File: config.mk
export PLATFORM = sky130hd
export DESIGN_NAME = stage_if_sram
export DESIGN_NICKNAME = d
export VERILOG_FILES = /design/src/source/fetch_pkg.sv /design/src/source/stage_if_sram.sv
export SDC_FILE = /design/constraint.sdc
export NUM_CORES = 1
export LEC_CHECK = 0
export ABC_AREA = 1
export BUFFER_PORTS_ARGS = -buffer_cell sky130_fd_sc_hd__clkbuf_2
export CORE_AREA = 2 2 102 104
export DETAILED_ROUTE_END_ITERATION = 6
export DIE_AREA = 0 0 104 106
export PLACE_DENSITY = 0.55
export SLEW_MARGIN = 20
export SYNTH_ARGS = -nofsm -noshare
export SYNTH_HDL_FRONTEND = slang
export SYNTH_SLANG_ARGS = --single-unit
File: constraint.sdc
create_clock -name vclk -period 1.75
set_input_delay 0.35 -clock vclk [all_inputs]
set_output_delay 0.35 -clock vclk [all_outputs]
set_load 0.005 [all_outputs]
File: src/source/fetch_pkg.sv
`default_nettype none

package fetch_pkg;

  // Datapath width
  localparam int xlen = 32;

  // Instruction SRAM geometry, in 32-bit words
  localparam int imem_words = 256;
  localparam int imem_aw    = 8;

  // BTB geometry
  // Index from pc[5:2], tag from pc[31:6]
  localparam int btb_entries = 16;
  localparam int btb_iw      = 4;
  localparam int btb_tw      = 26;

  // First fetch address out of reset
  localparam logic [xlen-1:0] reset_pc = '0;

  // Single-cycle redirect pulse
  typedef struct packed {
    logic            valid;
    logic [xlen-1:0] target;
  } redirect_t;

  // Training write from execute
  typedef struct packed {
    logic            valid;
    logic [xlen-1:0] pc;
    logic [xlen-1:0] target;
    logic            taken;
  } btb_update_t;

  // BTB lookup result
  typedef struct packed {
    logic            hit;
    logic            taken;
    logic [xlen-1:0] target;
  } btb_pred_t;

  // Everything fetch hands to decode
  typedef struct packed {
    logic            valid;
    logic [xlen-1:0] pc;
    logic [xlen-1:0] pc_plus4;
    logic [31:0]     instr;
    btb_pred_t       pred;
  } if_bundle_t;

  // Program load port, word addressed
  typedef struct packed {
    logic               we;
    logic [imem_aw-1:0] addr;
    logic [31:0]        data;
  } imem_wr_t;

endpackage

`default_nettype wire

File: src/source/stage_if_sram.sv
`timescale 1ns/1ps
`default_nettype none

module stage_if_sram (
  input  logic [31:0]           pc,
  output logic [31:0]           imem_raddr,
  input  logic [31:0]           imem_rdata,
  input  fetch_pkg::btb_pred_t  pred,
  output fetch_pkg::if_bundle_t if_bundle
);

  import fetch_pkg::*;

  // Fall-through address
  logic [xlen-1:0] pc_plus4;

  assign pc_plus4 = pc + 32'd4;

  // SRAM answers in the same cycle, so the current pc goes straight out
  assign imem_raddr = pc;

  // Word, both PCs and the prediction line up in one cycle
  // Fetch output is always a real instruction
  always_comb begin
    if_bundle.valid    = 1'b1;
    if_bundle.pc       = pc;
    if_bundle.pc_plus4 = pc_plus4;
    if_bundle.instr    = imem_rdata;
    if_bundle.pred     = pred;
  end

endmodule

`default_nettype wire

---- Word-level counts from Yosys, hierarchy flattened ----
Index checks and enable logic that the tools add are counted.
word-level totals
  register bits after elaboration ......... 0
  output and inout bits ................... 163
  logic and storage cells ................. 1
  bits of input ports ..................... 98
operators by class
  add/subtract/negate cells ............... 1
operator list
  operator                                                          number
  32-bit by 3-bit adder with 32-bit output (second input constant)  1

---- Longest topological paths before layout ----
  depth after elaboration ................. 1
  gate-level depth with buffers ........... 8
  gate-level depth less buffers ........... 8

---- Least setup slack after synthesis ----
Ideal clock, no wire load.
  path kind ............................... input -> output
  from .................................... in pc[2]
  to ...................................... out if_bundle[84] in the netlist's numbering
  arrival time ............................ 1140 ps
  path buffers ............................ 0
  stages on the path ...................... 6
  required time ........................... 1400 ps
  path slack .............................. 260 ps
  cell sequence ........................... ha_1 > nand2_1 > nor2_2 > nand2_4 > nor2_4 > xor2_1
RTL lines
  what             line                RTL
  start, declared  stage_if_sram.sv:5  input logic [31:0] pc,
  end, declared    stage_if_sram.sv:9  output fetch_pkg::if_bundle_t if_bundle

==> impl_metrics.prom <==
# TYPE chip_impl_metric gauge
chip_impl_info{name="outcome",value="completed"} 1
chip_impl_metric{name="power.ir.vdd_worst",unit="mV"} 0.0686
chip_impl_metric{name="static-leakage-power",unit="uW"} 0.00116
chip_impl_info{name="crit_path_top_delay_cell",value="sky130_fd_sc_hd__clkbuf_2"} 1
chip_impl_metric{name="synth.yosys.seq_area_share",unit="%"} 0
chip_impl_metric{name="worstPathMaxFanout",unit=""} 5
chip_impl_metric{name="final-setup-viol-count",unit=""} 0
chip_impl_metric{name="critical_path_arrival",unit="ps"} 1330
chip_impl_metric{name="post_route_drc_violation_count",unit=""} 0
chip_impl_metric{name="tns",unit="ps"} 0
chip_impl_metric{name="avgSynthCellArea",unit="um^2"} 6.14
chip_impl_metric{name="report.power.total",unit="uW"} 367
chip_impl_metric{name="finalHoldViolations",unit=""} 0
chip_impl_info{name="worst_hold_path_type",value="primary input to output port"} 1
chip_impl_metric{name="vias",unit=""} 1675
chip_impl_info{name="critical_path.startpoint_type",value="primary input"} 1
chip_impl_metric{name="die_x",unit="um"} 104
chip_impl_metric{name="overflow",unit=""} 0
chip_impl_info{name="rsz_0062_raised_after_global_routing",value="yes"} 1
chip_impl_info{name="critical_path.cell_chain",value="clkbuf_2 > nand2_1 > nor2_2 > nand2_1 > nor2_1 > nand2_1 > nand2_1 > nand2_1 > clkbuf_2"} 1
chip_impl_metric{name="min_period_over_period",unit="%"} 96.1
chip_impl_metric{name="route.detailed.wl_per_inst",unit="um"} 11.6
chip_impl_metric{name="dpl-instance-area",unit="um^2"} 1880
chip_impl_metric{name="power_density",unit="nW/um^2"} 181
chip_impl_info{name="setup.worst_path.class",value="primary input to output port"} 1
chip_impl_metric{name="sequential_cell_total",unit=""} 0
chip_impl_info{name="endpoint_kind",value="output port"} 1
chip_impl_metric{name="first_iter_violations",unit=""} 31
chip_impl_metric{name="layout-area-overhead-vs-synth",unit="%"} 6.73
chip_impl_metric{name="numPortBuffers",unit=""} 120
chip_impl_metric{name="drt-vias-per-instance",unit=""} 3.62
chip_impl_metric{name="final_core_utilization",unit="%"} 20.2
chip_impl_metric{name="layout.cell_area.non_filler",unit="um^2"} 2020
chip_impl_metric{name="maximum_number_of_pins_on_one_net_before_global_route_repair",unit=""} 8
chip_impl_metric{name="drive_above_1_share",unit="%"} 58.1
chip_impl_metric{name="ys.warnings.count",unit=""} 0
chip_impl_metric{name="die_area",unit="um^2"} 11000
chip_impl_metric{name="grt_antenna_before_repair",unit=""} 0
chip_impl_metric{name="rows",unit=""} 37
chip_impl_metric{name="start_util",unit="%"} 19.0
chip_impl_info{name="critical_path.top_delay_family",value="simple AND/OR/NAND/NOR gates"} 1
chip_impl_metric{name="worstPathBufferInverterCount",unit=""} 2
chip_impl_metric{name="critical_path_required",unit="ps"} 1400
chip_impl_metric{name="cp_slowest_stage_delay",unit="ps"} 170
chip_impl_metric{name="drt_pre_antenna_iters",unit=""} 4
chip_impl_metric{name="placeableCoreArea",unit="um^2"} 10000
chip_impl_metric{name="grt_pass1_vias",unit=""} 1475
chip_impl_metric{name="route.antenna.remaining_nets",unit=""} 0
chip_impl_metric{name="grt_first_pass_wirelength",unit="um"} 7740
chip_impl_metric{name="cts_hold_buf",unit=""} 0
chip_impl_metric{name="antenna_cells",unit=""} 0
chip_impl_metric{name="timing.max_cap.violations",unit=""} 0
chip_impl_metric{name="layout.nets",unit=""} 428
chip_impl_info{name="commonest_non_fill_non_tap_cell_in_the_layout",value="sky130_fd_sc_hd__clkbuf_2"} 1
chip_impl_metric{name="groute.usage.overall",unit="%"} 8.70
chip_impl_metric{name="die_h",unit="um"} 106
chip_impl_metric{name="final.min_clock_period",unit="ps"} 1680
chip_impl_metric{name="achievable-frequency",unit="GHz"} 0.594
chip_impl_metric{name="top_level_ports",unit=""} 261
chip_impl_metric{name="final_max_slew_viol_count",unit=""} 0
chip_impl_metric{name="mapped_nets",unit=""} 408
chip_impl_metric{name="drt-total-wl",unit="um"} 5360
chip_impl_metric{name="globalplace.congestion",unit=""} 0.809
chip_impl_metric{name="synth_cell_types",unit=""} 18
chip_impl_info{name="critical-path-top-cell-by-count",value="sky130_fd_sc_hd__nand2_1"} 1
chip_impl_metric{name="dpl.hpwl",unit="um"} 4910
chip_impl_metric{name="synthesis.area",unit="um^2"} 1900
chip_impl_metric{name="clk_buf",unit=""} 0
chip_impl_metric{name="area.sequential",unit="um^2"} 0
chip_impl_metric{name="post_synth_inst_count",unit=""} 309
chip_impl_info{name="layout_common_cells",value="sky130_fd_sc_hd__clkbuf_2 (115), sky130_fd_sc_hd__nand2_1 (72), sky130_fd_sc_hd__buf_4 (29)"} 1
==> cell families after synthesis <==
group | count (synthesis) | synth area share (%)
other | 1 | 0.198
AOI/OAI and AO/OA | 1 | 0.264
xor gates and xnor gates | 15 | 7.32
adders and majority gates | 1 | 0.660
and+or+nand+nor | 141 | 35.6
buffers and inverters | 150 | 56.0
==> cell type report <==
cell class | count | area [um^2]
fillers | 1181 | 7980
inverters | 17 | 63.8
multi-input cells | 159 | 925
well taps | 136 | 170
repair buffers | 151 | 866
==> final timing paths <==
check / from / to / slack, ps / depth (start not counted)
worst max-delay path: pc[15] / if_bundle[97] / 70 / 9
worst min-delay path: pred[0] / if_bundle[0] / 700 / 0
==> cell usage after synthesis (all sizes together) <==
cell type | count | area (um^2)
conb | 1 | 3.75
nand3b | 7 | 52.6
nor2 | 41 | 234
xnor2 | 5 | 43.8
nand2 | 84 | 340
buf | 133 | 998
ha | 1 | 12.5
xor2 | 10 | 95.1
inv | 17 | 63.8
nand3 | 7 | 35.0
and2 | 2 | 12.5
o21ai | 1 | 5.00
==> where the power goes <==
part           internal, uW  switching (uW)  total [uW]
clock network             0               0           0
logic                   179             188         367
registers                 0               0           0
total                   179             188         367
==> metal layers <==
layer  up-vias  wire length [um]  global-route usage [%]
li1        834                 -                       -
met2        90              2720                    16.1
met4         0               108                    2.32
met1       733              2070                    10.3
met5         -                 0                       0
met3        18               463                    1.53
==> metrics by stage <==
| step | setup slack [ps] | std cells | hold slack (ps) |
|---|---|---|---|
| final | 67.8 | 463 | 700 |
| after global routing | -34.1 | 463 | 700 |
| after CTS | 1.73 | 462 | 700 |
| after detailed placement | -87.2 | 460 | 700 |
| after global placement | -70.4 | 460 | 700 |
| after floorplan | 260 | 309 | 748 |
==> what timing repair did <==
action	CTS	global route
resized for setup	5	38
buffers inserted	2	1
pin swaps	3	17
setup endpoints to repair	11	23
Power figures use the tool's default switching activity.
