$ cat config.mk
export PLATFORM = sky130hd
export DESIGN_NAME = pc_gen
export DESIGN_NICKNAME = d
export VERILOG_FILES = /design/src/source/fetch_pkg.sv /design/src/source/pc_gen.sv
export SDC_FILE = /design/constraint.sdc
export NUM_CORES = 1
export LEC_CHECK = 0
export BUFFER_PORTS_ARGS = -buffer_cell sky130_fd_sc_hd__buf_2
export CORE_ASPECT_RATIO = 1.5
export CORE_MARGIN = 4
export CORE_UTILIZATION = 47
export CTS_CLUSTER_SIZE = 12
export DETAILED_ROUTE_END_ITERATION = 16
export PLACE_DENSITY = 0.88
export RECOVER_POWER = 25
export SKIP_CTS_REPAIR_TIMING = 1
export SYNTH_ARGS = -nofsm -noshare
export SYNTH_HDL_FRONTEND = slang
export SYNTH_SLANG_ARGS = --single-unit
$ cat constraint.sdc
create_clock -name clk -period 2.1 [get_ports clk]
set_input_delay 0.315 -clock clk [delete_from_list [all_inputs] [get_ports clk]]
set_output_delay 0.315 -clock clk [all_outputs]
set_load 0.005 [all_outputs]
$ cat src/source/fetch_pkg.sv
`default_nettype none

package fetch_pkg;

  // Datapath width
  localparam int xlen = 32;

  // Instruction SRAM geometry, in 32-bit words
  localparam int imem_words = 256;
  localparam int imem_aw    = 8;

  // BTB geometry
  // Index from pc[5:2], tag from pc[31:6]
  localparam int btb_entries = 16;
  localparam int btb_iw      = 4;
  localparam int btb_tw      = 26;

  // First fetch address out of reset
  localparam logic [xlen-1:0] reset_pc = '0;

  // Single-cycle redirect pulse
  typedef struct packed {
    logic            valid;
    logic [xlen-1:0] target;
  } redirect_t;

  // Training write from execute
  typedef struct packed {
    logic            valid;
    logic [xlen-1:0] pc;
    logic [xlen-1:0] target;
    logic            taken;
  } btb_update_t;

  // BTB lookup result
  typedef struct packed {
    logic            hit;
    logic            taken;
    logic [xlen-1:0] target;
  } btb_pred_t;

  // Everything fetch hands to decode
  typedef struct packed {
    logic            valid;
    logic [xlen-1:0] pc;
    logic [xlen-1:0] pc_plus4;
    logic [31:0]     instr;
    btb_pred_t       pred;
  } if_bundle_t;

  // Program load port, word addressed
  typedef struct packed {
    logic               we;
    logic [imem_aw-1:0] addr;
    logic [31:0]        data;
  } imem_wr_t;

endpackage

`default_nettype wire

$ cat src/source/pc_gen.sv
`timescale 1ns/1ps
`default_nettype none

module pc_gen (
  input  logic                 clk,
  input  logic                 rst_n,
  input  logic                 stall,
  input  fetch_pkg::redirect_t ex_redirect,
  input  fetch_pkg::redirect_t id_redirect,
  input  fetch_pkg::btb_pred_t pred,
  output logic [31:0]          pc
);

  import fetch_pkg::*;

  logic [xlen-1:0] pc_next;
  logic            redirect_any;

  // Redirects override a stall
  assign redirect_any = ex_redirect.valid || id_redirect.valid;

  // Priority: execute, then decode, then BTB, then sequential
  always_comb begin
    if (ex_redirect.valid) begin
      pc_next = ex_redirect.target;
    end else if (id_redirect.valid) begin
      pc_next = id_redirect.target;
    end else if (pred.hit && pred.taken) begin
      pc_next = pred.target;
    end else begin
      pc_next = pc + 32'd4;
    end
  end

  // PC register
  always_ff @(posedge clk or negedge rst_n) begin
    if (!rst_n) begin
      pc <= reset_pc;
    end else if (redirect_any || !stall) begin
      pc <= pc_next;
    end
  end

  // Both redirect sources must land on word boundaries
  a_ex_target_aligned: assert property (
    @(posedge clk) disable iff (!rst_n)
    ex_redirect.valid |-> (ex_redirect.target[1:0] == 2'b00)
  ) else $error("pc_gen: misaligned ex_redirect target %h", ex_redirect.target);

  a_id_target_aligned: assert property (
    @(posedge clk) disable iff (!rst_n)
    id_redirect.valid |-> (id_redirect.target[1:0] == 2'b00)
  ) else $error("pc_gen: misaligned id_redirect target %h", id_redirect.target);

endmodule

`default_nettype wire

* After elaboration in Yosys (flattened, before gate mapping)
Index checks and enable logic that the tools add are counted.
Cells by class: add/subtract/negate cells 1, multipliers 0, div/mod/pow operators 0, $lt $le $gt $ge 0, equality and inequality tests 0, shift-type cells 0, multiplexer cells 3, bitwise gates (word level) 0, reductions and logical operators 4
Operators by type and width (count):
- two-way mux 32 bit | 3
- adder 32 x 3 -> 32 bit, second input constant | 1
- logical OR 1 bit | 2
- logical AND 1 bit | 1
- zero test 1 bit | 1
Word-level totals: bits in registers 32, latch bits 0, RAM bits 0, bits in read-only memories 0, output and inout bits 32, logic and storage cells 9, memories 0

* Depth between registers and ports, before layout
word-level depth 4, gate-level depth with buffers 7, mapped depth without buffers 6

* Least setup slack after synthesis
Ideal clock, no wire load.
kind reg-to-reg, start point reg pc[2], end point reg pc[22], library setup time 124 ps, arrival 1698 ps, setup slack 278 ps, stages on the path, launching flop included 7, path buffers 0, clock period less this slack 1822 ps, path through dfrtp_1 -> ha_1 -> nand4_1 -> or3_1 -> o31a_1 -> o21ai_0 -> a21oi_1
On the way: cells in the longest elaborated chain, start to end 4
RTL lines:
- from (decl) | line pc_gen.sv:11 | output logic [31:0] pc
- from (signal assigned) | line pc_gen.sv:38 | pc <= reset_pc;
- from (signal assigned) | line pc_gen.sv:40 | pc <= pc_next;
- adder 32 x 3 -> 32 bit | line pc_gen.sv:31 | pc_next = pc + 32'd4;
- two-way mux 32 bit | line pc_gen.sv:28 | end else if (pred.hit && pred.taken) begin
- two-way mux 32 bit | line pc_gen.sv:26 | end else if (id_redirect.valid) begin
- two-way mux 32 bit | line pc_gen.sv:24 | if (ex_redirect.valid) begin
No other way between the ends. A chain may end at the register's enable or synchronous reset.

* Final worst setup path
start point reg pc[19], end point reg pc[27]
The elaborated chain is that of the path after synthesis.

==> reports/results.env <==
RUN_STATUS='complete, but fails checks'
VIOLATIONS_IN_THE_FINAL_REPORTS='capacitance limit, slew limit'
TRITONCTS_NUM_SINKS=32
CLK_TRANSITION_REPORTED_PATHS_PS=70
YOSYS_WARNINGS=0
DETAIL_ROUTE.WIRELENGTH_UM=10700
SYNTH.NET_COUNT=479
MET1_USAGE_PCT=33.6
NNETSFINAL=620
PEAKVDDDROP_mV=0.349
WORST_SETUP_PATH_START_KIND='flip-flop'
DP_HPWL_UM=8160
GLOBAL_ROUTE.USAGE.MET3_PCT=4.57
PLACE.DETAILED.INSTANCES=579
SYNTH.CELL_AREA_MM2=0.00272
CHIPHEIGHT_UM=101
CTS.HTREE.LEVELS=2
SETUP_TOTAL_NEGATIVE_SLACK_PS=0
DRV.MAX_CAP_VIOLATION_COUNT=1
WORSTMARGINPINSLEW_PS=1800
HOLD-WORST-SLACK_PS=246
GRT_MAX_DEGREE=33
SLEW_VIOL_FINAL=33
CTS-BUFFERS-INSERTED=5
DETAIL_ROUTE.DRC_VIOLATIONS=0
BOUNDARYPINS=135
WORST_ENDPOINT_DATA_ARRIVAL_TIME_PS=2010
R2R_SETUP_SLACK_PS=260
CELLLEAKAGEPOWER_nW=1.63
FINAL_PERIOD_MINUS_WORST_SETUP_SLACK_PS=1840
SYNTH_FF_TYPE='dfrtp_1'
FINALCRITPERIODSHARE_PCT=87.7
VIA_COUNT_OF_THE_FIRST_GLOBAL_ROUTING_PASS=3699
DIE_AREA_MM2=0.00709
SYNTH-EDFF-COUNT=0
SETUP_VIOL=0
NUMBER_OF_ANTENNA_VIOLATIONS_AT_THE_FIRST_CHECK_IN_GLOBAL_ROUTING=1
GRT_FIRST_PASS_WIRELENGTH_UM=16800
DRIVE_GT1_SHARE_PCT=33.1
VIA_PER_INST=6.35
IO_BUFFER_COUNT=134
GRT_OVERFLOW=0
DIEWIDTH_UM=70.1
RSZ0062_AT_GRT='no'
MAXCLOCKFREQUENCY_GHz=0.543
N_ANTENNA_CELL=0
NETLIST_INSTANCES=375
STARTING_DENSITY_PCT=49.1
TIMING.SETUP.CRITICAL_PATH_CLASS='reg -> reg'
GROUTE.LAYER.MET2.USAGE_PCT=52.2
NETLIST-CELL-TYPE-COUNT=52
WORST_R2R_PATH_DEPTH=5
WORST_SLEW_MARGIN_REL_PCT=-20.2
DRT-WIRELENGTH-PER-CELL_UM=18.2
MAXIMUM_ROOT_TO_SINK_BUFFER_COUNT=2
DETAILEDROUTE.FIRSTPASSITERATIONCOUNT=5
TRITONCTS='built'
ROUTE.ANTENNA.REMAINING_NETS=0
FINAL-HOLD-VIOLATION-COUNT=0
SOURCE_TO_SINK_CLOCK_DELAY_AT_THE_LATER_PIN_OF_THE_WORST_SKEW_PAIR_PS=280
LAYOUTNONFILLERINSTCOUNT=587
WORST_CLK_SKEW_PS=7.31
PLACEMENTROWS=33
SYNTHESIS.AREA_PER_INSTANCE_UM2=7.25
CRIT_FANOUT=9
LARGEST_REG_FLOPS=32
POWER_PER_CELL_AREA_mW_PER_MM2=529
LARGESTREGISTERS='pc (32)'
INITIALDRTVIOLATIONCOUNT=280
GRTUSAGETOTAL_PCT=29.2
SYNTH-SEQ-AREA-SHARE_PCT=29.5
COREAREA_MM2=0.00553
ASYNC_FLOP_SHARE_PCT=100
PLACE.GP.CONGESTION=0.966
END_KIND='flip-flop'
MOSTFREQUENTLAYOUTCELL='buf_2'
YS_SEQ_ELEMENTS=32
LAYOUT_COMMON_CELLS='buf_2 (133), nand2_1 (46), nor2_1 (39), a21oi_1 (38), o21ai_0 (34)'
CLOCK-ROOT-BUFFER='clkbuf_8'
MAX_FLOP_REGISTER='pc'
WHS_PATH_DEPTH=3
CRITICAL_PATH_REQUIRED_PS=2260
POST-ROUTE-UTIL_PCT=66.3
FILLER_CELL_COUNT=507
BUSIEST_LAYER='met2'
WORST_HOLD_PATH_TYPE='in -> reg'
SYNTHTOLAYOUTAREAGROWTH_PCT=35.0
VIAS_AFTER_DETAILED_ROUTING=3730
[worst paths after layout]
| path | start | endpoint |
|---|---|---|
| worst min-delay path | ex_redirect[0] | pc[0] |
| max in group asynchronous | rst_n | pc[28] |
| worst max register to register | pc[19] | pc[27] |
| min in group asynchronous | rst_n | pc[24] |
| worst max-delay path | pc[19] | pc[27] |
| worst min register to register | pc[3] | pc[3] |
[stage by stage]
stage                     power (W)  area [um^2]  worst slack (ps)
after global placement      0.00142         3580               325
after detailed placement    0.00144         3580               273
after CTS                   0.00193         3670               273
final                       0.00194         3670               257
after global routing        0.00206         3670              50.3
after floorplan             0.00112         2720               278
[cells by family (layout without fill, tap and decap cells)]
| logic type | Yosys count | count (layout) | synth area share (%) |
|---|---|---|---|
| fa+ha+maj | 1 | 1 | 0.460 |
| xor+xnor | 10 | 10 | 3.22 |
| mux | 4 | 4 | 1.52 |
| simple gates | 159 | 159 | 29.6 |
| flops | 32 | 32 | 29.5 |
| buf+inv | 30 | 172 | 4.23 |
| compound gates | 139 | 139 | 31.5 |
[Yosys cell counts, drive strengths merged, types with 4 or more instances]
cell | number | area [um^2]
and3 | 7 | 43.8
nor3 | 13 | 75.1
xor2 | 4 | 35.0
nand2b | 5 | 31.3
a31oi | 8 | 50.1
a21oi | 38 | 190
nor2b | 5 | 31.3
o221ai | 4 | 35.0
nor4 | 8 | 62.6
a211oi | 4 | 30.0
inv | 4 | 15.0
a41oi | 4 | 35.0
clkbuf | 20 | 75.1
buf | 5 | 21.3
xnor2 | 6 | 52.6
o22ai | 13 | 81.3
nor2 | 39 | 146
nand2 | 46 | 173
o31ai | 5 | 37.5
nand3 | 12 | 72.6
dfrtp | 32 | 801
o21ai | 39 | 195
nand4 | 9 | 56.3
[final cells by class]
cell class	count	area, um^2	area share, %
clock buffer	8	90.1	2.45
inverter	5	18.8	0.511
multi-input combinational	313	1800	49.1
sequential	32	801	21.8
tap	70	87.6	2.39
timing repair buffer	159	870	23.7
[per-layer routing]
layer  up-vias  part of all wire, %
met5         -                 0.11
met4         2                  4.1
met3        42                  8.6
met2       242                   51
met1      1752                   36
li1       1692                    -
[power by group]
part           leakage (nW)  switching [W]  internal (W)
Sequential            0.371       0.000122      0.000687
Clock                0.0455       0.000235      0.000268
Combinational          1.22       0.000334      0.000297
Total                  1.63       0.000691       0.00125
[critical path: stages, from the launching register on]
cell     delay, ps
dfrtp_1        530
nand4_1        200
or4_4          560
o21a_1         190
o21ai_1        160
a21oi_1         90
No activity file was read; power rests on OpenSTA's default activity.
