==> src/source/fetch_pkg.sv <==
`default_nettype none

package fetch_pkg;

  // Datapath width
  localparam int xlen = 32;

  // Instruction SRAM geometry, in 32-bit words
  localparam int imem_words = 256;
  localparam int imem_aw    = 8;

  // BTB geometry
  // Index from pc[5:2], tag from pc[31:6]
  localparam int btb_entries = 16;
  localparam int btb_iw      = 4;
  localparam int btb_tw      = 26;

  // First fetch address out of reset
  localparam logic [xlen-1:0] reset_pc = '0;

  // Single-cycle redirect pulse
  typedef struct packed {
    logic            valid;
    logic [xlen-1:0] target;
  } redirect_t;

  // Training write from execute
  typedef struct packed {
    logic            valid;
    logic [xlen-1:0] pc;
    logic [xlen-1:0] target;
    logic            taken;
  } btb_update_t;

  // BTB lookup result
  typedef struct packed {
    logic            hit;
    logic            taken;
    logic [xlen-1:0] target;
  } btb_pred_t;

  // Everything fetch hands to decode
  typedef struct packed {
    logic            valid;
    logic [xlen-1:0] pc;
    logic [xlen-1:0] pc_plus4;
    logic [31:0]     instr;
    btb_pred_t       pred;
  } if_bundle_t;

  // Program load port, word addressed
  typedef struct packed {
    logic               we;
    logic [imem_aw-1:0] addr;
    logic [31:0]        data;
  } imem_wr_t;

endpackage

`default_nettype wire

==> src/source/rv_isa_pkg.sv <==
`default_nettype none

package rv_isa_pkg;

  // Major opcodes the front end cares about
  localparam logic [6:0] op_jal    = 7'b1101111;
  localparam logic [6:0] op_branch = 7'b1100011;

  // addi x0, x0, 0
  localparam logic [31:0] i_nop = 32'h0000_0013;

  // J-type layout, MSB first
  // Immediate bits are scattered as imm[20|10:1|11|19:12]
  typedef struct packed {
    logic       imm20;
    logic [9:0] imm10_1;
    logic       imm11;
    logic [7:0] imm19_12;
    logic [4:0] rd;
    logic [6:0] opcode;
  } j_fields_t;

  // B-type layout, MSB first
  // Upper immediate is imm[12|10:5], lower is imm[4:1|11]
  typedef struct packed {
    logic       imm12;
    logic [5:0] imm10_5;
    logic [4:0] rs2;
    logic [4:0] rs1;
    logic [2:0] funct3;
    logic [3:0] imm4_1;
    logic       imm11;
    logic [6:0] opcode;
  } b_fields_t;

  // One instruction word seen three ways
  // Opcode sits in bits 6:0 in both decoded views
  typedef union packed {
    logic [31:0] raw;
    j_fields_t   j;
    b_fields_t   b;
  } instr_u;

endpackage

`default_nettype wire
==> src/source/if_id_reg.sv <==
`timescale 1ns/1ps
`default_nettype none

module if_id_reg (
  input  logic                  clk,
  input  logic                  rst_n,
  input  logic                  stall,
  input  logic                  flush,
  input  fetch_pkg::if_bundle_t d,
  output fetch_pkg::if_bundle_t q
);

  import rv_isa_pkg::*;
  import fetch_pkg::*;

  // Control half
  logic        valid_q;
  logic [31:0] instr_q;

  // Payload half
  logic [xlen-1:0] pc_q;
  logic [xlen-1:0] pc_plus4_q;
  btb_pred_t       pred_q;

  // Flush beats stall
  // Bubble is an invalid NOP
  always_ff @(posedge clk or negedge rst_n) begin
    if (!rst_n) begin
      valid_q <= 1'b0;
      instr_q <= i_nop;
    end else if (flush) begin
      valid_q <= 1'b0;
      instr_q <= i_nop;
    end else if (!stall) begin
      valid_q <= d.valid;
      instr_q <= d.instr;
    end
  end

  // PCs and prediction only matter alongside a valid word
  always_ff @(posedge clk) begin
    if (!stall) begin
      pc_q       <= d.pc;
      pc_plus4_q <= d.pc_plus4;
      pred_q     <= d.pred;
    end
  end

  assign q = '{valid: valid_q, pc: pc_q, pc_plus4: pc_plus4_q, instr: instr_q, pred: pred_q};

  // Invalid slots in decode always hold the NOP
  a_bubble_is_nop: assert property (
    @(posedge clk) disable iff (!rst_n)
    !q.valid |-> (q.instr == i_nop)
  ) else $error("if_id_reg: invalid slot holds %h", q.instr);

endmodule

`default_nettype wire

==> config.mk <==
export PLATFORM = sky130hd
export DESIGN_NAME = if_id_reg
export DESIGN_NICKNAME = d
export VERILOG_FILES = /design/src/source/fetch_pkg.sv /design/src/source/rv_isa_pkg.sv /design/src/source/if_id_reg.sv
export SDC_FILE = /design/constraint.sdc
export NUM_CORES = 1
export LEC_CHECK = 0
export BUFFER_PORTS_ARGS = -buffer_cell sky130_fd_sc_hd__buf_2
export CORE_MARGIN = 3
export CORE_UTILIZATION = 30
export DETAILED_ROUTE_END_ITERATION = 8
export GPL_TIMING_DRIVEN = 0
export PLACE_DENSITY = 0.6
export SLEW_MARGIN = 20
export SYNTH_ARGS = -nofsm -noshare
export SYNTH_HDL_FRONTEND = slang
export SYNTH_SLANG_ARGS = --single-unit
==> constraint.sdc <==
create_clock -name clk -period 0.9 [get_ports clk]
set_input_delay 0.045 -clock clk [delete_from_list [all_inputs] [get_ports clk]]
set_output_delay 0.045 -clock clk [all_outputs]
set_load 0.01 [all_outputs]
After elaboration in Yosys (flattened, before gate mapping)
Index checks and enable logic that the tools add are counted.
{"block": "totals", "ff_bits": 131, "in_bits": 135, "out_inout_bits": 131, "elab_cells": 12}
{"block": "op_classes", "eq_ne": 1, "muxes": 4}
{"op": "$mux W32", "count": 2}
{"op": "$mux W1", "count": 2}
{"op": "$ne A2 B1 Y1 const B", "count": 1}

Longest topological paths before layout
Gate-level depths: netlist (run 1).
{"block": "depth", "word_depth": 2, "mapped_depth": 4, "ltp_nobuf": 2}

Worst setup path before layout (run 1)
No wires, ideal clock.
{"block": "synth_timing", "kind": "input port to flip-flop", "from": "input stall", "to": "register pc_plus4_q[0] (enable)", "setup_time_ns": 0.452, "arrival_ns": 2.226, "required_ns": 0.448, "slack_ns": -1.777, "stages": 3, "n_path_buf": 2, "cell_sequence": "buf_6 > buf_12 > inv_1"}
{"element": "start: declaration", "line": "if_id_reg.sv:7", "source": "input logic stall,"}
{"element": "end signal: assignment", "line": "if_id_reg.sv:44", "source": "pc_plus4_q <= d.pc_plus4;"}
{"element": "end: declaration", "line": "if_id_reg.sv:22", "source": "logic [xlen-1:0] pc_plus4_q;"}
No word-level cell between the ends.

Final worst setup path (run 1)
{"block": "layout_timing", "from": "register instr_q[1]", "to": "output q[35] (netlist bit)"}
{"element": "start: declaration", "line": "if_id_reg.sv:18", "source": "logic [31:0] instr_q;"}
{"element": "start signal: assignment", "line": "if_id_reg.sv:30", "source": "instr_q <= i_nop;"}
{"element": "start signal: assignment", "line": "if_id_reg.sv:33", "source": "instr_q <= i_nop;"}
{"element": "start signal: assignment", "line": "if_id_reg.sv:36", "source": "instr_q <= d.instr;"}
{"element": "end: declaration", "line": "if_id_reg.sv:10", "source": "output fetch_pkg::if_bundle_t q"}
No word-level cell between the ends.

==> results of run 1 <==
[cell usage after synthesis]
library cell / n / share of area, %
buf_4: 1 / 0.17
nor2b_1: 3 / 0.43
a211o_1: 3 / 0.61
clkbuf_1: 2 / 0.17
dfstp_2: 3 / 1.8
dfrtp_1: 30 / 17
edfxtp_1: 98 / 68
clkbuf_2: 1 / 0.12
nor2_1: 30 / 2.6
buf_2: 1 / 0.12
mux2i_1: 30 / 6.9
inv_1: 1 / 0.087
buf_12: 3 / 1.4
buf_6: 1 / 0.26
[worst max-delay path by stage]
stage / to / slack, ps / cells past startpoint
5_1_grt: q[35] / -260 / 1
6_report: q[35] / -220 / 1
3_3_place_gp: pc_q[9] / -1800 / 3
4_1_cts: q[35] / -250 / 1
2_1_floorplan: pc_plus4_q[0] / -1210 / 3
3_5_place_dp: pc_q[9] / -990 / 5
[per-stage QoR]
step | TNS, ps | hold slack, ps | cells | util [%]
3_5_place_dp | -76620 | 160.1 | 652 | 42.35
6_report | -10350 | -12.09 | 839 | 58.34
3_3_place_gp | -174870 | 150.8 | 650 | 42.07
5_1_grt | -16490 | 8.113 | 839 | 58.34
4_1_cts | -13190 | 17.90 | 827 | 57.22
2_1_floorplan | -118730 | -250.6 | 207 | -
[logic make-up after synthesis]
| kind of cell | Yosys count |
|---|---|
| compound gates | 3 |
| flops | 131 |
| mux | 30 |
| buf+inv | 10 |
| simple gates | 33 |
[power breakdown]
part | internal, mW | switching, mW
registers | 7.00 | 0.162
clock network | 4.15 | 2.75
logic | 1.13 | 0.866
total | 12.3 | 3.78
[flip-flops by register name (all words and copies together), names as in the netlist]
signal / cells
pc_q: 32
valid_q: 1
pc_plus4_q: 32
instr_q: 32
q: 34
[area by class of cell]
type                            count  area [sq um]
Tap cell                          180         225.2
Buffer                              8         97.59
Sequential cell                   131          3772
Inverter                            1         7.507
Timing Repair Buffer              419          2994
Antenna cell                        1         2.502
Multi-Input combinational cell     66         457.9
Clock inverter                     15         170.2
Timing Repair inverter              1         7.507
Clock buffer                       17         425.4
Fill cell                        1097          5828
[layer usage]
layer	routed length (um)	track usage [%]	up-vias	part of all wire, %
met2	7357	30.17	198	53
met3	991	5.513	36	7.2
li1	-	-	1644	-
met4	516	9.716	0	3.7
met5	0	0	-	0
met1	4952	19.18	1712	36
[repair_timing]
action,CTS,global route
endpoints found under the hold margin,161,3
cloned,1,0
setup buffers,9,11
endpoints found under the setup margin,229,140
pin swaps,0,1
gates resized for setup,15,14
hold buffers,134,2
==> impl_metrics.tcl, run 1 <==
set metrics [dict create \
    synth_compound_area_share_pct 0.6068 \
    max_stage_delay_ps 550 \
    placed_cell_area_sq_um 5924 \
    cp_data_arrival_time_ps 1070 \
    place_ws_ps -990.8 \
    drt_iter0_drc 173 \
    powerDensity_nw_per_um2 1969 \
    overflow 0 \
    io_pins 266 \
    ys_seq_area_share_pct 87.11 \
    cts_buffers 17 \
    fmax_mhz 896.5 \
    path_delay_family "flip-flops" \
    reg2reg_to "instr_q[16]" \
    cts_buffer_depth 2 \
    final_cell_mix "buf_2, dlygate4sd3_1, edfxtp_1" \
    r2r_start "instr_q[16]" \
    wl_mm 13.82 \
    worstMarginPinSlew_ps 749.4 \
    core_sq_um 13990 \
    num_vias 3590 \
    fin_total_pwr_mw 16.07 \
    ys_seq_elements 131 \
    drv_cap 0 \
    grt_pass1_wl_mm 21.02 \
    wire_per_inst_um 16.47 \
    p_leak_nw 3.757 \
    worstSetupStartpointType "register" \
    min-delay-path-class "input port to register" \
    htreeDepth 4 \
    place_congestion 0.8138 \
    area_growth_pct 88.44 \
    synth_top_family_by_area "multiplexers" \
    tritoncts "yes" \
    timing.hold.ws_ps -12.09 \
    grt_pass1_vias 3920 \
    cp.required_ps 850 \
    outcome "finished, violations left" \
    finalClockSkew_ps 0 \
    synth_xor_area_share_pct 0 \
    fp.dieArea_sq_um 15910 \
    path_clk_slew_ps 60 \
    peakVddDrop_mv 1.044 \
    dp_hpwl_mm 8.784 \
    die_w_um 126.1 \
    io_buffers 263 \
    root_buffer "clkbuf_16" \
    start_util_pct 30.96 \
    min_period_ps 1115 \
    endpoint_kind "output port" \
    grt_max_degree 35 \
    yosys.cell_types.count 14 \
    die_h_um 126.1 \
    synth_warnings 0 \
    grt_usage_pct 17.53 \
    synth_mux_area_share_pct 6.934 \
    antenna_found_initial 1 \
    rsz0062_at_grt "true" \
    synth_area_sq_um 4330 \
    fin_ws_ps -215.4 \
    hold_path.startpoint "stall" \
    slew_headroom_pct 50.04 \
    slew_violations 0 \
    stdcell_area_sq_um 8160 \
    holdPathEnd "instr_q[3]" \
    drive_gt1_share_pct 49.70 \
    drt-pass1-iter-count 5 \
    row_count 43 \
    violations "negative hold slack, negative setup slack" \
    crit_path_top_delay_cell "dfstp_2" \
    clkSinkCount 131 \
    drc_errors 0 \
    setup_viol 133 \
    r2r_cells 4 \
    final_common_cell "buf_2" \
    synth_fp_nets 342 \
    min_path_cells 3 \
    ant_nets 0 \
    ff2ff_setup_slack_ps -30 \
    fin_nets 780 \
    crit_fanout 2 \
    vias_per_cell 4.279 \
    period_share_pct 123.9 \
    postSynthCellCount 207 \
    yosys.area_share.adder_pct 0 \
    synth-simple-area-share_pct 3.034 \
    worstSetupStartpoint "instr_q[1]" \
    path_buf_inv 1 \
    finalHoldViolCount 1 \
    clkLatencyLatePin_ps 420 \
    worstSetupPathType "register to output port" \
    path_cells "buf_6" \
    syn-mean-instance-area_sq_um 20.92 \
]
Power figures use the tool's default switching activity.
==> inputs of run 2 (changes only) <==
Settings changed: CORE_UTILIZATION 30 to 42, PLACE_DENSITY 0.6 to 0.8.
==> run 2 against run 1 <==
Compared with the run above:
- the run now fails in clock tree synthesis (4_1_cts)
- synthesized cell count stayed put
- area after synthesis stayed put
==> impl_metrics.tcl, run 2 <==
set metrics [dict create \
    synthFlopType "edfxtp_1" \
    cts_buffers 17 \
    synth_edf_count 98 \
    yosys.area.top_type "edfxtp_1" \
    syn-mean-instance-area_sq_um 20.92 \
    ys_seq_area_share_pct 87.11 \
    stop_stage "clock tree synthesis (4_1_cts)" \
    clkSinkCount 131 \
    synth_warnings 0 \
    cts_buffer_depth 2 \
    io_buffers 263 \
    dp_hpwl_mm 9.039 \
    synth_top_area_share_pct 67.96 \
    yosys.cell_types.count 14 \
    stop_error "[ERROR RSZ-0060] Max buffer count reached." \
    die_h_um 107.5 \
    start_util_pct 43.70 \
    synth.most_common_cell "edfxtp_1" \
    synth_area_sq_um 4330 \
    io_pins 266 \
    synth_fp_nets 342 \
    postSynthCellCount 207 \
    postCtsSetupRepairBufs 9 \
    htreeDepth 4 \
    row_count 36 \
    cts_resized 10 \
    ys_seq_elements 131 \
    root_buffer "clkbuf_8" \
    die_w_um 107.5 \
    synthArstFlopShare_pct 25.19 \
    place_congestion 0.7492 \
    outcome "did not finish" \
    synth_area_leaders "edfxtp_1, dfrtp_1, mux2i_1, nor2_1, dfstp_2" \
    cts_hold_buf 130 \
    synth_common_cells "edfxtp_1, dfrtp_1, mux2i_1, nor2_1" \
]
## run 2: cell counts after synthesis
No cell type changed its count.
## run 2: cells by family after synthesis
logic type,share of synthesized area [%]
buffers and inverters,2.311
muxes,6.934
DFF,87.11
AOI/OAI and AO/OA,0.6069
and+or+nand+nor,3.034
## run 2: per-stage QoR
step	cell area, sq um	instances	hold slack [ps]	util, %	setup WS [ps]
2_1_floorplan	4343	207	-250.6	-	-1211
3_3_place_gp	5826	603	132.5	58.79	-1702
3_5_place_dp	5866	605	150.4	59.19	-773.5
==> inputs of run 3 (changes only) <==
Settings changed: CORE_UTILIZATION 42 to 40, PLACE_DENSITY 0.8 to default, PLACE_DENSITY_LB_ADDON from default to 0.15.
==> run 3 against run 2 <==
Compared with the run above:
- the flow again stops in clock tree synthesis (4_1_cts)
- area after synthesis is the same
- synthesized cell count is the same
==> impl_metrics.tcl, run 3 <==
set metrics [dict create \
    cts_resized 10 \
    clkSinkCount 131 \
    synth_warnings 0 \
    synth_edf_count 98 \
    postCtsSetupRepairBufs 5 \
    synth.most_common_cell "edfxtp_1" \
    root_buffer "clkbuf_8" \
    postSynthCellCount 207 \
    die_h_um 110.1 \
    synth_area_leaders "edfxtp_1, dfrtp_1, mux2i_1, nor2_1, dfstp_2" \
    yosys.cell_types.count 14 \
    synth_common_cells "edfxtp_1, dfrtp_1, mux2i_1, nor2_1" \
    cts_buffer_depth 2 \
    stop_error "[ERROR RSZ-0060] Max buffer count reached." \
    synthFlopType "edfxtp_1" \
    yosys.area.top_type "edfxtp_1" \
    io_pins 266 \
    dp_hpwl_mm 8.213 \
    row_count 37 \
    outcome "did not finish" \
    htreeDepth 4 \
    start_util_pct 41.57 \
    ys_seq_area_share_pct 87.11 \
    place_congestion 0.6772 \
    synth_area_sq_um 4330 \
    synth_fp_nets 342 \
    synth_top_area_share_pct 67.96 \
    stop_stage "clock tree synthesis (4_1_cts)" \
    cts_buffers 17 \
    placed_cell_area_sq_um 5869 \
    synthArstFlopShare_pct 25.19 \
    syn-mean-instance-area_sq_um 20.92 \
    ys_seq_elements 131 \
    io_buffers 263 \
    cts_hold_buf 130 \
    die_w_um 110.1 \
]
[run 3: cell counts after synthesis]
Identical to the previous run, type by type.
[run 3: kinds of logic after synthesis]
logic type	Yosys count	share of synthesized area (%)
DFF	131	87.11
and+or+nand+nor	33	3.034
muxes	30	6.934
buffers and inverters	10	2.311
AOI/OAI and AO/OA	3	0.6069
[run 3: through the flow]
step	instances	hold slack, ps	util [%]	worst slack (ps)
after global placement	606	145.5	55.96	-1781
after floorplan	207	-250.6	-	-1211
after detailed placement	608	151.8	56.35	-961.7
