===== src/source/fetch_pkg.sv =====
`default_nettype none

package fetch_pkg;

  // Datapath width
  localparam int xlen = 32;

  // Instruction SRAM geometry, in 32-bit words
  localparam int imem_words = 256;
  localparam int imem_aw    = 8;

  // BTB geometry
  // Index from pc[5:2], tag from pc[31:6]
  localparam int btb_entries = 16;
  localparam int btb_iw      = 4;
  localparam int btb_tw      = 26;

  // First fetch address out of reset
  localparam logic [xlen-1:0] reset_pc = '0;

  // Single-cycle redirect pulse
  typedef struct packed {
    logic            valid;
    logic [xlen-1:0] target;
  } redirect_t;

  // Training write from execute
  typedef struct packed {
    logic            valid;
    logic [xlen-1:0] pc;
    logic [xlen-1:0] target;
    logic            taken;
  } btb_update_t;

  // BTB lookup result
  typedef struct packed {
    logic            hit;
    logic            taken;
    logic [xlen-1:0] target;
  } btb_pred_t;

  // Everything fetch hands to decode
  typedef struct packed {
    logic            valid;
    logic [xlen-1:0] pc;
    logic [xlen-1:0] pc_plus4;
    logic [31:0]     instr;
    btb_pred_t       pred;
  } if_bundle_t;

  // Program load port, word addressed
  typedef struct packed {
    logic               we;
    logic [imem_aw-1:0] addr;
    logic [31:0]        data;
  } imem_wr_t;

endpackage

`default_nettype wire


===== src/source/rv_isa_pkg.sv =====
`default_nettype none

package rv_isa_pkg;

  // Major opcodes the front end cares about
  localparam logic [6:0] op_jal    = 7'b1101111;
  localparam logic [6:0] op_branch = 7'b1100011;

  // addi x0, x0, 0
  localparam logic [31:0] i_nop = 32'h0000_0013;

  // J-type layout, MSB first
  // Immediate bits are scattered as imm[20|10:1|11|19:12]
  typedef struct packed {
    logic       imm20;
    logic [9:0] imm10_1;
    logic       imm11;
    logic [7:0] imm19_12;
    logic [4:0] rd;
    logic [6:0] opcode;
  } j_fields_t;

  // B-type layout, MSB first
  // Upper immediate is imm[12|10:5], lower is imm[4:1|11]
  typedef struct packed {
    logic       imm12;
    logic [5:0] imm10_5;
    logic [4:0] rs2;
    logic [4:0] rs1;
    logic [2:0] funct3;
    logic [3:0] imm4_1;
    logic       imm11;
    logic [6:0] opcode;
  } b_fields_t;

  // One instruction word seen three ways
  // Opcode sits in bits 6:0 in both decoded views
  typedef union packed {
    logic [31:0] raw;
    j_fields_t   j;
    b_fields_t   b;
  } instr_u;

endpackage

`default_nettype wire

===== src/source/early_jump.sv =====
`timescale 1ns/1ps
`default_nettype none

module early_jump (
  input  fetch_pkg::if_bundle_t id,
  output fetch_pkg::redirect_t  redirect
);

  import rv_isa_pkg::*;
  import fetch_pkg::*;

  // Decode view of the ID word
  instr_u iw;

  // Sign-extended offsets
  logic [xlen-1:0] imm_j;
  logic [xlen-1:0] imm_b;

  // Candidate kinds
  logic is_jal;
  logic is_bwd_branch;
  logic eligible;

  assign iw.raw = id.instr;

  // J immediate, bit 0 is implied zero
  assign imm_j = {{11{iw.j.imm20}}, iw.j.imm20, iw.j.imm19_12, iw.j.imm11,
                  iw.j.imm10_1, 1'b0};

  // B immediate, bit 0 is implied zero
  assign imm_b = {{19{iw.b.imm12}}, iw.b.imm12, iw.b.imm11, iw.b.imm10_5,
                  iw.b.imm4_1, 1'b0};

  // JAL always jumps
  assign is_jal = (iw.j.opcode == op_jal);

  // Backward branch, sign bit of the offset set
  // Loops close backwards, so predict taken
  assign is_bwd_branch = (iw.b.opcode == op_branch) && iw.b.imm12;

  // Skip bubbles and words the BTB already steered
  assign eligible = id.valid && !id.pred.taken;

  assign redirect.valid  = eligible && (is_jal || is_bwd_branch);
  assign redirect.target = id.pc + (is_jal ? imm_j : imm_b);

endmodule

`default_nettype wire


===== config.mk =====
export PLATFORM = sky130hd
export DESIGN_NAME = early_jump
export DESIGN_NICKNAME = d
export VERILOG_FILES = /design/src/source/fetch_pkg.sv /design/src/source/rv_isa_pkg.sv /design/src/source/early_jump.sv
export SDC_FILE = /design/constraint.sdc
export NUM_CORES = 1
export LEC_CHECK = 0
export CELL_PAD_IN_SITES_DETAIL_PLACEMENT = 1
export CELL_PAD_IN_SITES_GLOBAL_PLACEMENT = 1
export CORE_MARGIN = 5
export CORE_UTILIZATION = 47
export DETAILED_ROUTE_END_ITERATION = 10
export DONT_BUFFER_PORTS = 1
export PLACE_DENSITY_LB_ADDON = 0.1
export SLEW_MARGIN = 20
export SYNTH_ARGS = -nofsm -noshare
export SYNTH_HDL_FRONTEND = slang
export SYNTH_SLANG_ARGS = --single-unit

===== constraint.sdc =====
create_clock -name vclk -period 7.79
set_input_delay 0.3895 -clock vclk [all_inputs]
set_output_delay 0.3895 -clock vclk [all_outputs]
set_load 0.02 [all_outputs]

# Yosys cells after proc, flatten, opt, wreduce, memory -nomap -nowiden
# Cells that the tools add are included.
[word_totals] regBits=0 in_bits=131 output_inout_bits=33 elab_cells=9
[classes] n_addsub=1 eq_ne=2 n_mux=1 n_reduce_logical=5
[ops] cell="adder 32 bit" count=1
[ops] cell="two-way mux 20 bit" count=1
[ops] cell="== test 7 bit, second input constant" count=2
[ops] cell="logical AND 1 bit" count=3
[ops] cell="zero test 1 bit" count=1
[ops] cell="logical OR 1 bit" count=1

# Longest topological paths before layout
# Gate-level depths: netlist (run 1).
[logic_depth] depth_word=4 mapped_depth=14 mapped_depth_nobuf=13

# Worst setup path before layout (run 1)
# OpenSTA, ideal clock, no wires.
[synth_timing] kind="input to output" from="in id[40] in the netlist's numbering" to="out redirect[19] in the netlist's numbering" t_arrival_ns=3.364 t_required_ns=7.400 slack_ns=4.037 cell_stages=14 path_buffers=1 path_cell_list="nor2b_1 > nand4_1 > nor2_1 > clkbuf_1 > mux2_2 > ha_1 > inv_1 > fa_1 > nor2b_1 > o2111ai_1 > a21boi_0 > o2111ai_1 > and3_1 > nor3_1"
[synth_rtl] element="start, declared" line="early_jump.sv:5" source="input fetch_pkg::if_bundle_t id,"
[synth_rtl] element="end, declared" line="early_jump.sv:6" source="output fetch_pkg::redirect_t redirect"

==> results_dict.tcl, run 1 <==
set metrics [dict create \
    outcome "completed" \
    syn_nets 450 \
    fin_crit_sh 0.552 \
    final_cell_mix "a21oi_1 (35), ha_1 (33), nand2_1 (30)" \
    crit_path_start_kind "input pin" \
    dp_hpwl_um 5090 \
    drt_iter0_markers 57 \
    cp_max_fo 14 \
    cts_resized 0 \
    ys_seq_area_frac 0 \
    track_usage 0.201 \
    hp-start "id[98]" \
    cap_violations 0 \
    synth_area_um2 1990 \
    routedWlPerCell_um 18.0 \
    peakVddDrop_v 0.0000537 \
    tns_ns 0 \
    seq_cells 0 \
    port_buffers 0 \
    maxSlewHeadroom 0.270 \
    final_common_cell "a21oi_1" \
    fp.dieH_um 75.1 \
    synth.distinct_cells 52 \
    dpl.cell_count 326 \
    dieArea_um2 5640 \
    power_density_nw_per_um2 107 \
    instances_no_fill 326 \
    first_global_vias 2095 \
    yosysWarnings 0 \
    drt_wl_total_um 5870 \
    gp_congestion 0.885 \
    synth_cells 285 \
    fmaxAchievable_mhz 232 \
    path_class "in -> out" \
    dr_total_vias 2046 \
    min_path_type "in -> out" \
    tightest_slew_ns 1.09 \
    diodes 0 \
    overflow 0 \
    antenna_found_initial 0 \
    cp_data_arrival_time_ns 3.91 \
    io_pins 164 \
    period_needed_ns 4.30 \
    hold_viol 0 \
    clock_buffers 0 \
    drive_above_1_share 0.0543 \
    area_delta_synth_final_pct 1.26 \
    drc 0 \
    grt_pass1_wl_um 9370 \
    coreArea_um2 4060 \
    cts_setup_buffers 0 \
    worstSetupEndpointType "primary output" \
    via_per_inst 6.28 \
    die_w_um 75.1 \
    drtAntennaViolNets 0 \
    slew_viol_final 0 \
    power.leakage_nw 0.909 \
    regArea_um2 0 \
    finalSetupViolations 0 \
    fin_nets 443 \
    grt_max_degree 15 \
    rows 23 \
    post-route-util 0.497 \
    drtPass1Iterations 4 \
    avgSynthCellArea_um2 6.98 \
    cts_hold_buf 0 \
    rsz0062_at_grt "no" \
    critical_path.startpoint "id[40]" \
    critPathRequiredTime_ns 7.40 \
    start_util 0.491 \
]
## worst max-delay path: stages
cell	delay, ns
nor2b_1	0.11
nand4_1	0.16
nor2_2	0.58
nor2b_1	0.30
a21o_1	0.23
ha_1	0.35
a211oi_1	0.35
o211ai_1	0.16
a21oi_1	0.21
inv_1	0.10
a221o_1	0.29
a311oi_1	0.66
## path summary, 6_finish.rpt
kind / to / slack [ns] / cells after the start
max: redirect[26] / 3.49 / 12
min: redirect[0] / 0.78 / 0
## final cells by class
| cell class | count | area [um^2] |
|---|---|---|
| multi-input cells | 261 | 1900 |
| well taps | 50 | 62.6 |
| inverters | 15 | 56.3 |
| fillers | 542 | 2040 |
## routing by layer
| layer | part of all wire | vias up | track usage |
|---|---|---|---|
| met4 | 0 | 0 | 0 |
| met5 | 0 | - | 0 |
| li1 | - | 1044 | - |
| met3 | 0.095 | 0 | 0.0307 |
| met2 | 0.45 | 78 | 0.367 |
| met1 | 0.46 | 924 | 0.264 |
## cell usage after synthesis (2+ instances only)
library cell / n / area share
clkbuf_1: 5 / 0.0094
nand2_1: 30 / 0.057
nor2b_1: 4 / 0.013
xor2_1: 9 / 0.040
a21oi_1: 35 / 0.088
o21ai_0: 17 / 0.043
xnor2_1: 17 / 0.075
and3_1: 5 / 0.016
o211ai_1: 4 / 0.015
nand4_1: 2 / 0.0063
nand3_1: 10 / 0.025
a21o_1: 16 / 0.060
o2111ai_1: 3 / 0.013
nor3_1: 5 / 0.013
inv_1: 15 / 0.028
a21boi_0: 2 / 0.0075
nor2_1: 20 / 0.038
a211oi_1: 7 / 0.026
mux2_2: 5 / 0.028
a2111oi_0: 2 / 0.0088
buf_2: 3 / 0.0075
and2_1: 3 / 0.0094
o21bai_1: 4 / 0.015
ha_1: 33 / 0.21
a211oi_2: 2 / 0.013
## report_power, final
| part | switching [mW] | total (mW) | internal, mW |
|---|---|---|---|
| Combinational | 0.146 | 0.215 | 0.0688 |
| Sequential | 0 | 0 | 0 |
| Clock | 0 | 0 | 0 |
| Total | 0.146 | 0.215 | 0.0688 |
## through the flow
| stage | power [mW] | setup WS (ns) | cell area, um^2 | hold slack (ns) |
|---|---|---|---|---|
| final | 0.215 | 3.49 | 2020 | 0.779 |
| after global routing | 0.237 | 3.21 | 2020 | 0.779 |
| after CTS | 0.217 | 3.06 | 2010 | 0.779 |
| after detailed placement | 0.216 | 3.06 | 2010 | 0.779 |
| after global placement | 0.212 | 3.12 | 2010 | 0.779 |
| after floorplan | 0.183 | 4.04 | 1990 | 0.892 |
## logic make-up after synthesis
logic type                 after synthesis  synth area share
AOI/OAI and AO/OA                      107             0.364
adders and majority gates               34             0.217
xor gates and xnor gates                26             0.114
muxes                                    7            0.0390
and+or+nand+nor                         87             0.216
buffers and inverters                   24            0.0490
Note: power is estimated with default switching activity, not from simulation.
==> run 2: changes to the inputs <==
- CORE_UTILIZATION: 47 -> 44
- clock period: 7.79 -> 4.3 ns (I/O delays scaled with it)
==> run 2 against run 1 <==
Total power grew 93%. Wire length grew 3.1%. Utilization fell by 2.2 points. Critical path type unchanged. Cell area increased by 3.4%. Flip-flop and latch count stayed put. Count of clock-buffer cells in the layout did not move. Critical path depth is 1 higher. Worst hold slack lost 0.35 ns. Sequential share of layout area stayed put. Via count increased by 1.0%. Final cell count up 3.4%. Global-route usage shrank 0.94 points.
==> results_dict.tcl, run 2 (synthesis results as in run 1) <==
set metrics [dict create \
    regArea_um2 0 \
    drt_wl_total_um 6050 \
    p_int_uw 144 \
    coreArea_um2 4380 \
    power.leakage_nw 0.953 \
    cp_max_fo 10 \
    peakVddDrop_v 0.0000779 \
    drc 0 \
    grt_max_degree 15 \
    hold_ws_ns 0.430 \
    dp_hpwl_um 5270 \
    area_delta_synth_final_pct 4.65 \
    final_cell_mix "a21oi_1 (35), ha_1 (33), nand2_1 (30)" \
    dieArea_um2 5970 \
    power_density_nw_per_um2 199 \
    finalSetupViolations 0 \
    worstSetupEndpointType "primary output" \
    tns_ns 0 \
    power_frac_comb 1.000 \
    antenna_found_initial 0 \
    drive_above_1_share 0.0807 \
    outcome "completed" \
    period_needed_ns 3.64 \
    cp_data_arrival_time_ns 3.43 \
    hold_viol 0 \
    gp_congestion 0.861 \
    seqPwrFrac 0 \
    cts_setup_buffers 0 \
    dr_total_vias 2067 \
    drtPass1Iterations 4 \
    routedWlPerCell_um 18.0 \
    clock_buffers 0 \
    final_common_cell "a21oi_1" \
    nFillCells 589 \
    rsz0062_at_grt "no" \
    via_per_inst 6.13 \
    cts_hold_buf 0 \
    drtAntennaViolNets 0 \
    swShare 0.652 \
    fin_crit_sh 0.848 \
    p_clk_frac 0 \
    drt_iter0_markers 46 \
    io_pins 164 \
    fmaxAchievable_mhz 274 \
    die_w_um 77.3 \
    cap_violations 0 \
    port_buffers 0 \
    fp.dieH_um 77.3 \
    min_path_type "in -> out" \
    seq_cells 0 \
    overflow 0 \
    slew_viol_final 0 \
    grt_pass1_wl_um 9960 \
    maxSlewHeadroom 0.299 \
    rows 24 \
    cts_resized 0 \
    track_usage 0.192 \
    fin_nets 452 \
    crit_path_start_kind "input pin" \
    diodes 0 \
    multi_input_comb_area_um2 1890 \
    path_class "in -> out" \
    post-route-util 0.475 \
    first_global_vias 2081 \
    tightest_slew_ns 1.05 \
    p_switching_uw 271 \
    critPathRequiredTime_ns 4.09 \
    start_util 0.454 \
]
==> run 2: cell count changes in the layout (fill, tap and decap cells not counted) <==
cell,change
buf_4,+9
nor2_1,+1
nor2_2,-1
==> run 2: final timing paths <==
path | startpoint | to | slack (ns) | cells after the start
worst max-delay path | id[40] | redirect[28] | 0.66 | 13
worst min-delay path | id[98] | redirect[0] | 0.43 | 0
==> run 2: power groups by stage <==
stage / Clock [mW] / Sequential, mW / Combinational [mW]
final: 0 / 0 / 0.416
after global routing: 0 / 0 / 0.457
after CTS: 0 / 0 / 0.420
after detailed placement: 0 / 0 / 0.417
after global placement: 0 / 0 / 0.412
after floorplan: 0 / 0 / 0.331
==> run 2: stage by stage <==
| stage | power [mW] | instances | setup WS, ns | cell area (um^2) |
|---|---|---|---|---|
| after global routing | 0.457 | 337 | 0.256 | 2080 |
| after CTS | 0.420 | 337 | 0.644 | 2080 |
| after detailed placement | 0.417 | 337 | 0.663 | 2080 |
| after floorplan | 0.331 | 285 | 0.896 | 1990 |
| final | 0.416 | 337 | 0.656 | 2080 |
| after global placement | 0.412 | 337 | 0.657 | 2080 |
==> run 2: critical path, cell delays in order <==
cell and delay (ns):
nor2b_1 0.11, nand4_1 0.13, nor2_1 0.33, buf_4 0.26, nor2b_1 0.17, a21o_1 0.20, ha_1 0.35, a21oi_1 0.14
o21ai_0 0.34, a211oi_1 0.15, o41ai_1 0.51, nor2_1 0.11, mux2_1 0.43
==> run 2: final cells by class <==
cell class | count | share of cell area
multi-input cells | 261 | 0.909
repair buffers | 9 | 0.0324
inverters | 15 | 0.0270
well taps | 52 | 0.0312
==> run 2: routing by layer <==
layer | GRT usage | share of wire
met1 | 0.267 | 0.49
met2 | 0.314 | 0.44
met3 | 0.0457 | 0.072
met4 | 0.00687 | 0
met5 | 0 | 0
==> run 3: changes to the inputs <==
- clock period: 4.3 -> 3.6 ns (I/O delays scaled with it)
==> run 3 against run 2 <==
Count of clock-buffer cells in the layout did not move. Combinational power up 36%. First-iteration DRC count grew 85%. Die area did not move. Largest power group unchanged. Utilization rose by 3.8 points. Wire length increased by 3.4%. Critical endpoint unchanged. Worst setup slack lost 0.37 ns.
==> results_dict.tcl, run 3 (synthesis results as in run 1) <==
set metrics [dict create \
    highest_layer "met3" \
    overflow 0 \
    rows 24 \
    seq_cells 0 \
    hold_viol 0 \
    wl_met1_um 3060 \
    crit_family "compound AO/OA/AOI/OAI gates" \
    worstSetupEndpointType "primary output" \
    met3_length_um 356 \
    maxSlewHeadroom 0.572 \
    finalSetupViolations 0 \
    cp_data_arrival_time_ns 3.13 \
    p_clk_frac 0 \
    crit_buf_inv 1 \
    first_global_vias 2094 \
    drc 0 \
    coreArea_um2 4380 \
    fmaxAchievable_mhz 302 \
    power_density_nw_per_um2 252 \
    peakVddDrop_v 0.000128 \
    port_buffers 0 \
    via_per_inst 6.01 \
    min_path_cells 0 \
    outcome "completed" \
    critical_path.startpoint "id[40]" \
    tns_ns 0 \
    diodes 0 \
    fp.dieH_um 77.3 \
    cap_violations 0 \
    start_util 0.454 \
    cp_max_fo 10 \
    period_needed_ns 3.31 \
    area_delta_synth_final_pct 12.9 \
    fin_area_um2 2250 \
    hp-start "id[98]" \
    cts_setup_buffers 0 \
    dp_hpwl_um 5320 \
    routedWlPerCell_um 17.7 \
    gp_congestion 0.906 \
    dieArea_um2 5970 \
    path_class "in -> out" \
    grt_max_degree 15 \
    swShare 0.604 \
    drtAntennaViolNets 0 \
    seqPwrFrac 0 \
    final_cell_mix "a21oi_1 (33), ha_1 (33), nand2_1 (30)" \
    p_int_uw 224 \
    placed_area_um2 2210 \
    io_pins 164 \
    min_path_type "in -> out" \
    track_usage 0.190 \
    clock_buffers 0 \
    fin_crit_sh 0.920 \
    worstPathCellList "nor2b_1 > nand4_1 > nor2_1 > buf_4 > nor2b_2 > a21o_1 > ha_1 > a21oi_1 > o21ai_0 > a211oi_1 > o41ai_2 > nor2_1 > mux2_1" \
    critPathRequiredTime_ns 3.42 \
    antenna_found_initial 0 \
    p_switching_uw 342 \
    power.leakage_nw 1.04 \
    post-route-util 0.513 \
    die_w_um 77.3 \
    regArea_um2 0 \
    power_frac_comb 1.000 \
    crit_path_start_kind "input pin" \
    cp_slowest_cell "mux2_1" \
    grt_pass1_wl_um 9890 \
    rsz0062_at_grt "yes" \
    fin_nets 469 \
    drive_above_1_share 0.152 \
    hold_end "redirect[0]" \
    drtPass1Iterations 4 \
    drt_iter0_markers 85 \
    drt_wl_total_um 6260 \
    tightest_slew_ns 0.641 \
    slew_viol_final 0 \
    dr_total_vias 2129 \
    wl_met2_um 2850 \
    critPathMostFrequentCell "nor2_1" \
    cpPeakStageDelay_ns 0.43 \
]
run 3: changes by cell type in the layout (fill, tap and decap cells not counted), sizes merged:
cell and delta:
buf +17
run 3: per-layer routing:
layer,up-vias,GRT usage
met1,963,0.279
met4,0,0.00172
li1,1098,-
met3,0,0.0246
met2,68,0.311
met5,-,0
run 3: repair_timing:
action	4_1_cts	5_1_grt
hold buffers	0	0
resized for setup	0	8
setup endpoints to repair	0	7
run 3: worst max-delay path by stage:
stage              endpoint  cells past startpoint
2_1_floorplan  redirect[19]                     14
3_3_place_gp   redirect[23]                     13
3_5_place_dp   redirect[26]                     13
4_1_cts        redirect[23]                     13
5_1_grt        redirect[24]                     14
6_report       redirect[28]                     13
run 3: cell type report:
class	count	area [um^2]
timing repair buffer	26	195
multi-input combinational	261	1930
inverter	15	56.3
fill	599	2140
tap	52	65.1
run 3: stage by stage:
step	hold slack [ns]	setup slack (ns)	power [mW]	std cells
2_1_floorplan	0.473	0.266	0.395	285
3_3_place_gp	0.360	0.219	0.549	354
3_5_place_dp	0.360	0.212	0.557	354
4_1_cts	0.360	0.188	0.561	354
5_1_grt	0.360	-0.0227	0.618	354
6_report	0.360	0.289	0.566	354
run 3: power by group through the flow:
stage	Sequential, mW	Combinational (mW)	Clock (mW)
after global routing	0	0.618	0
after floorplan	0	0.395	0
final	0	0.566	0
after global placement	0	0.549	0
after detailed placement	0	0.557	0
after CTS	0	0.561	0
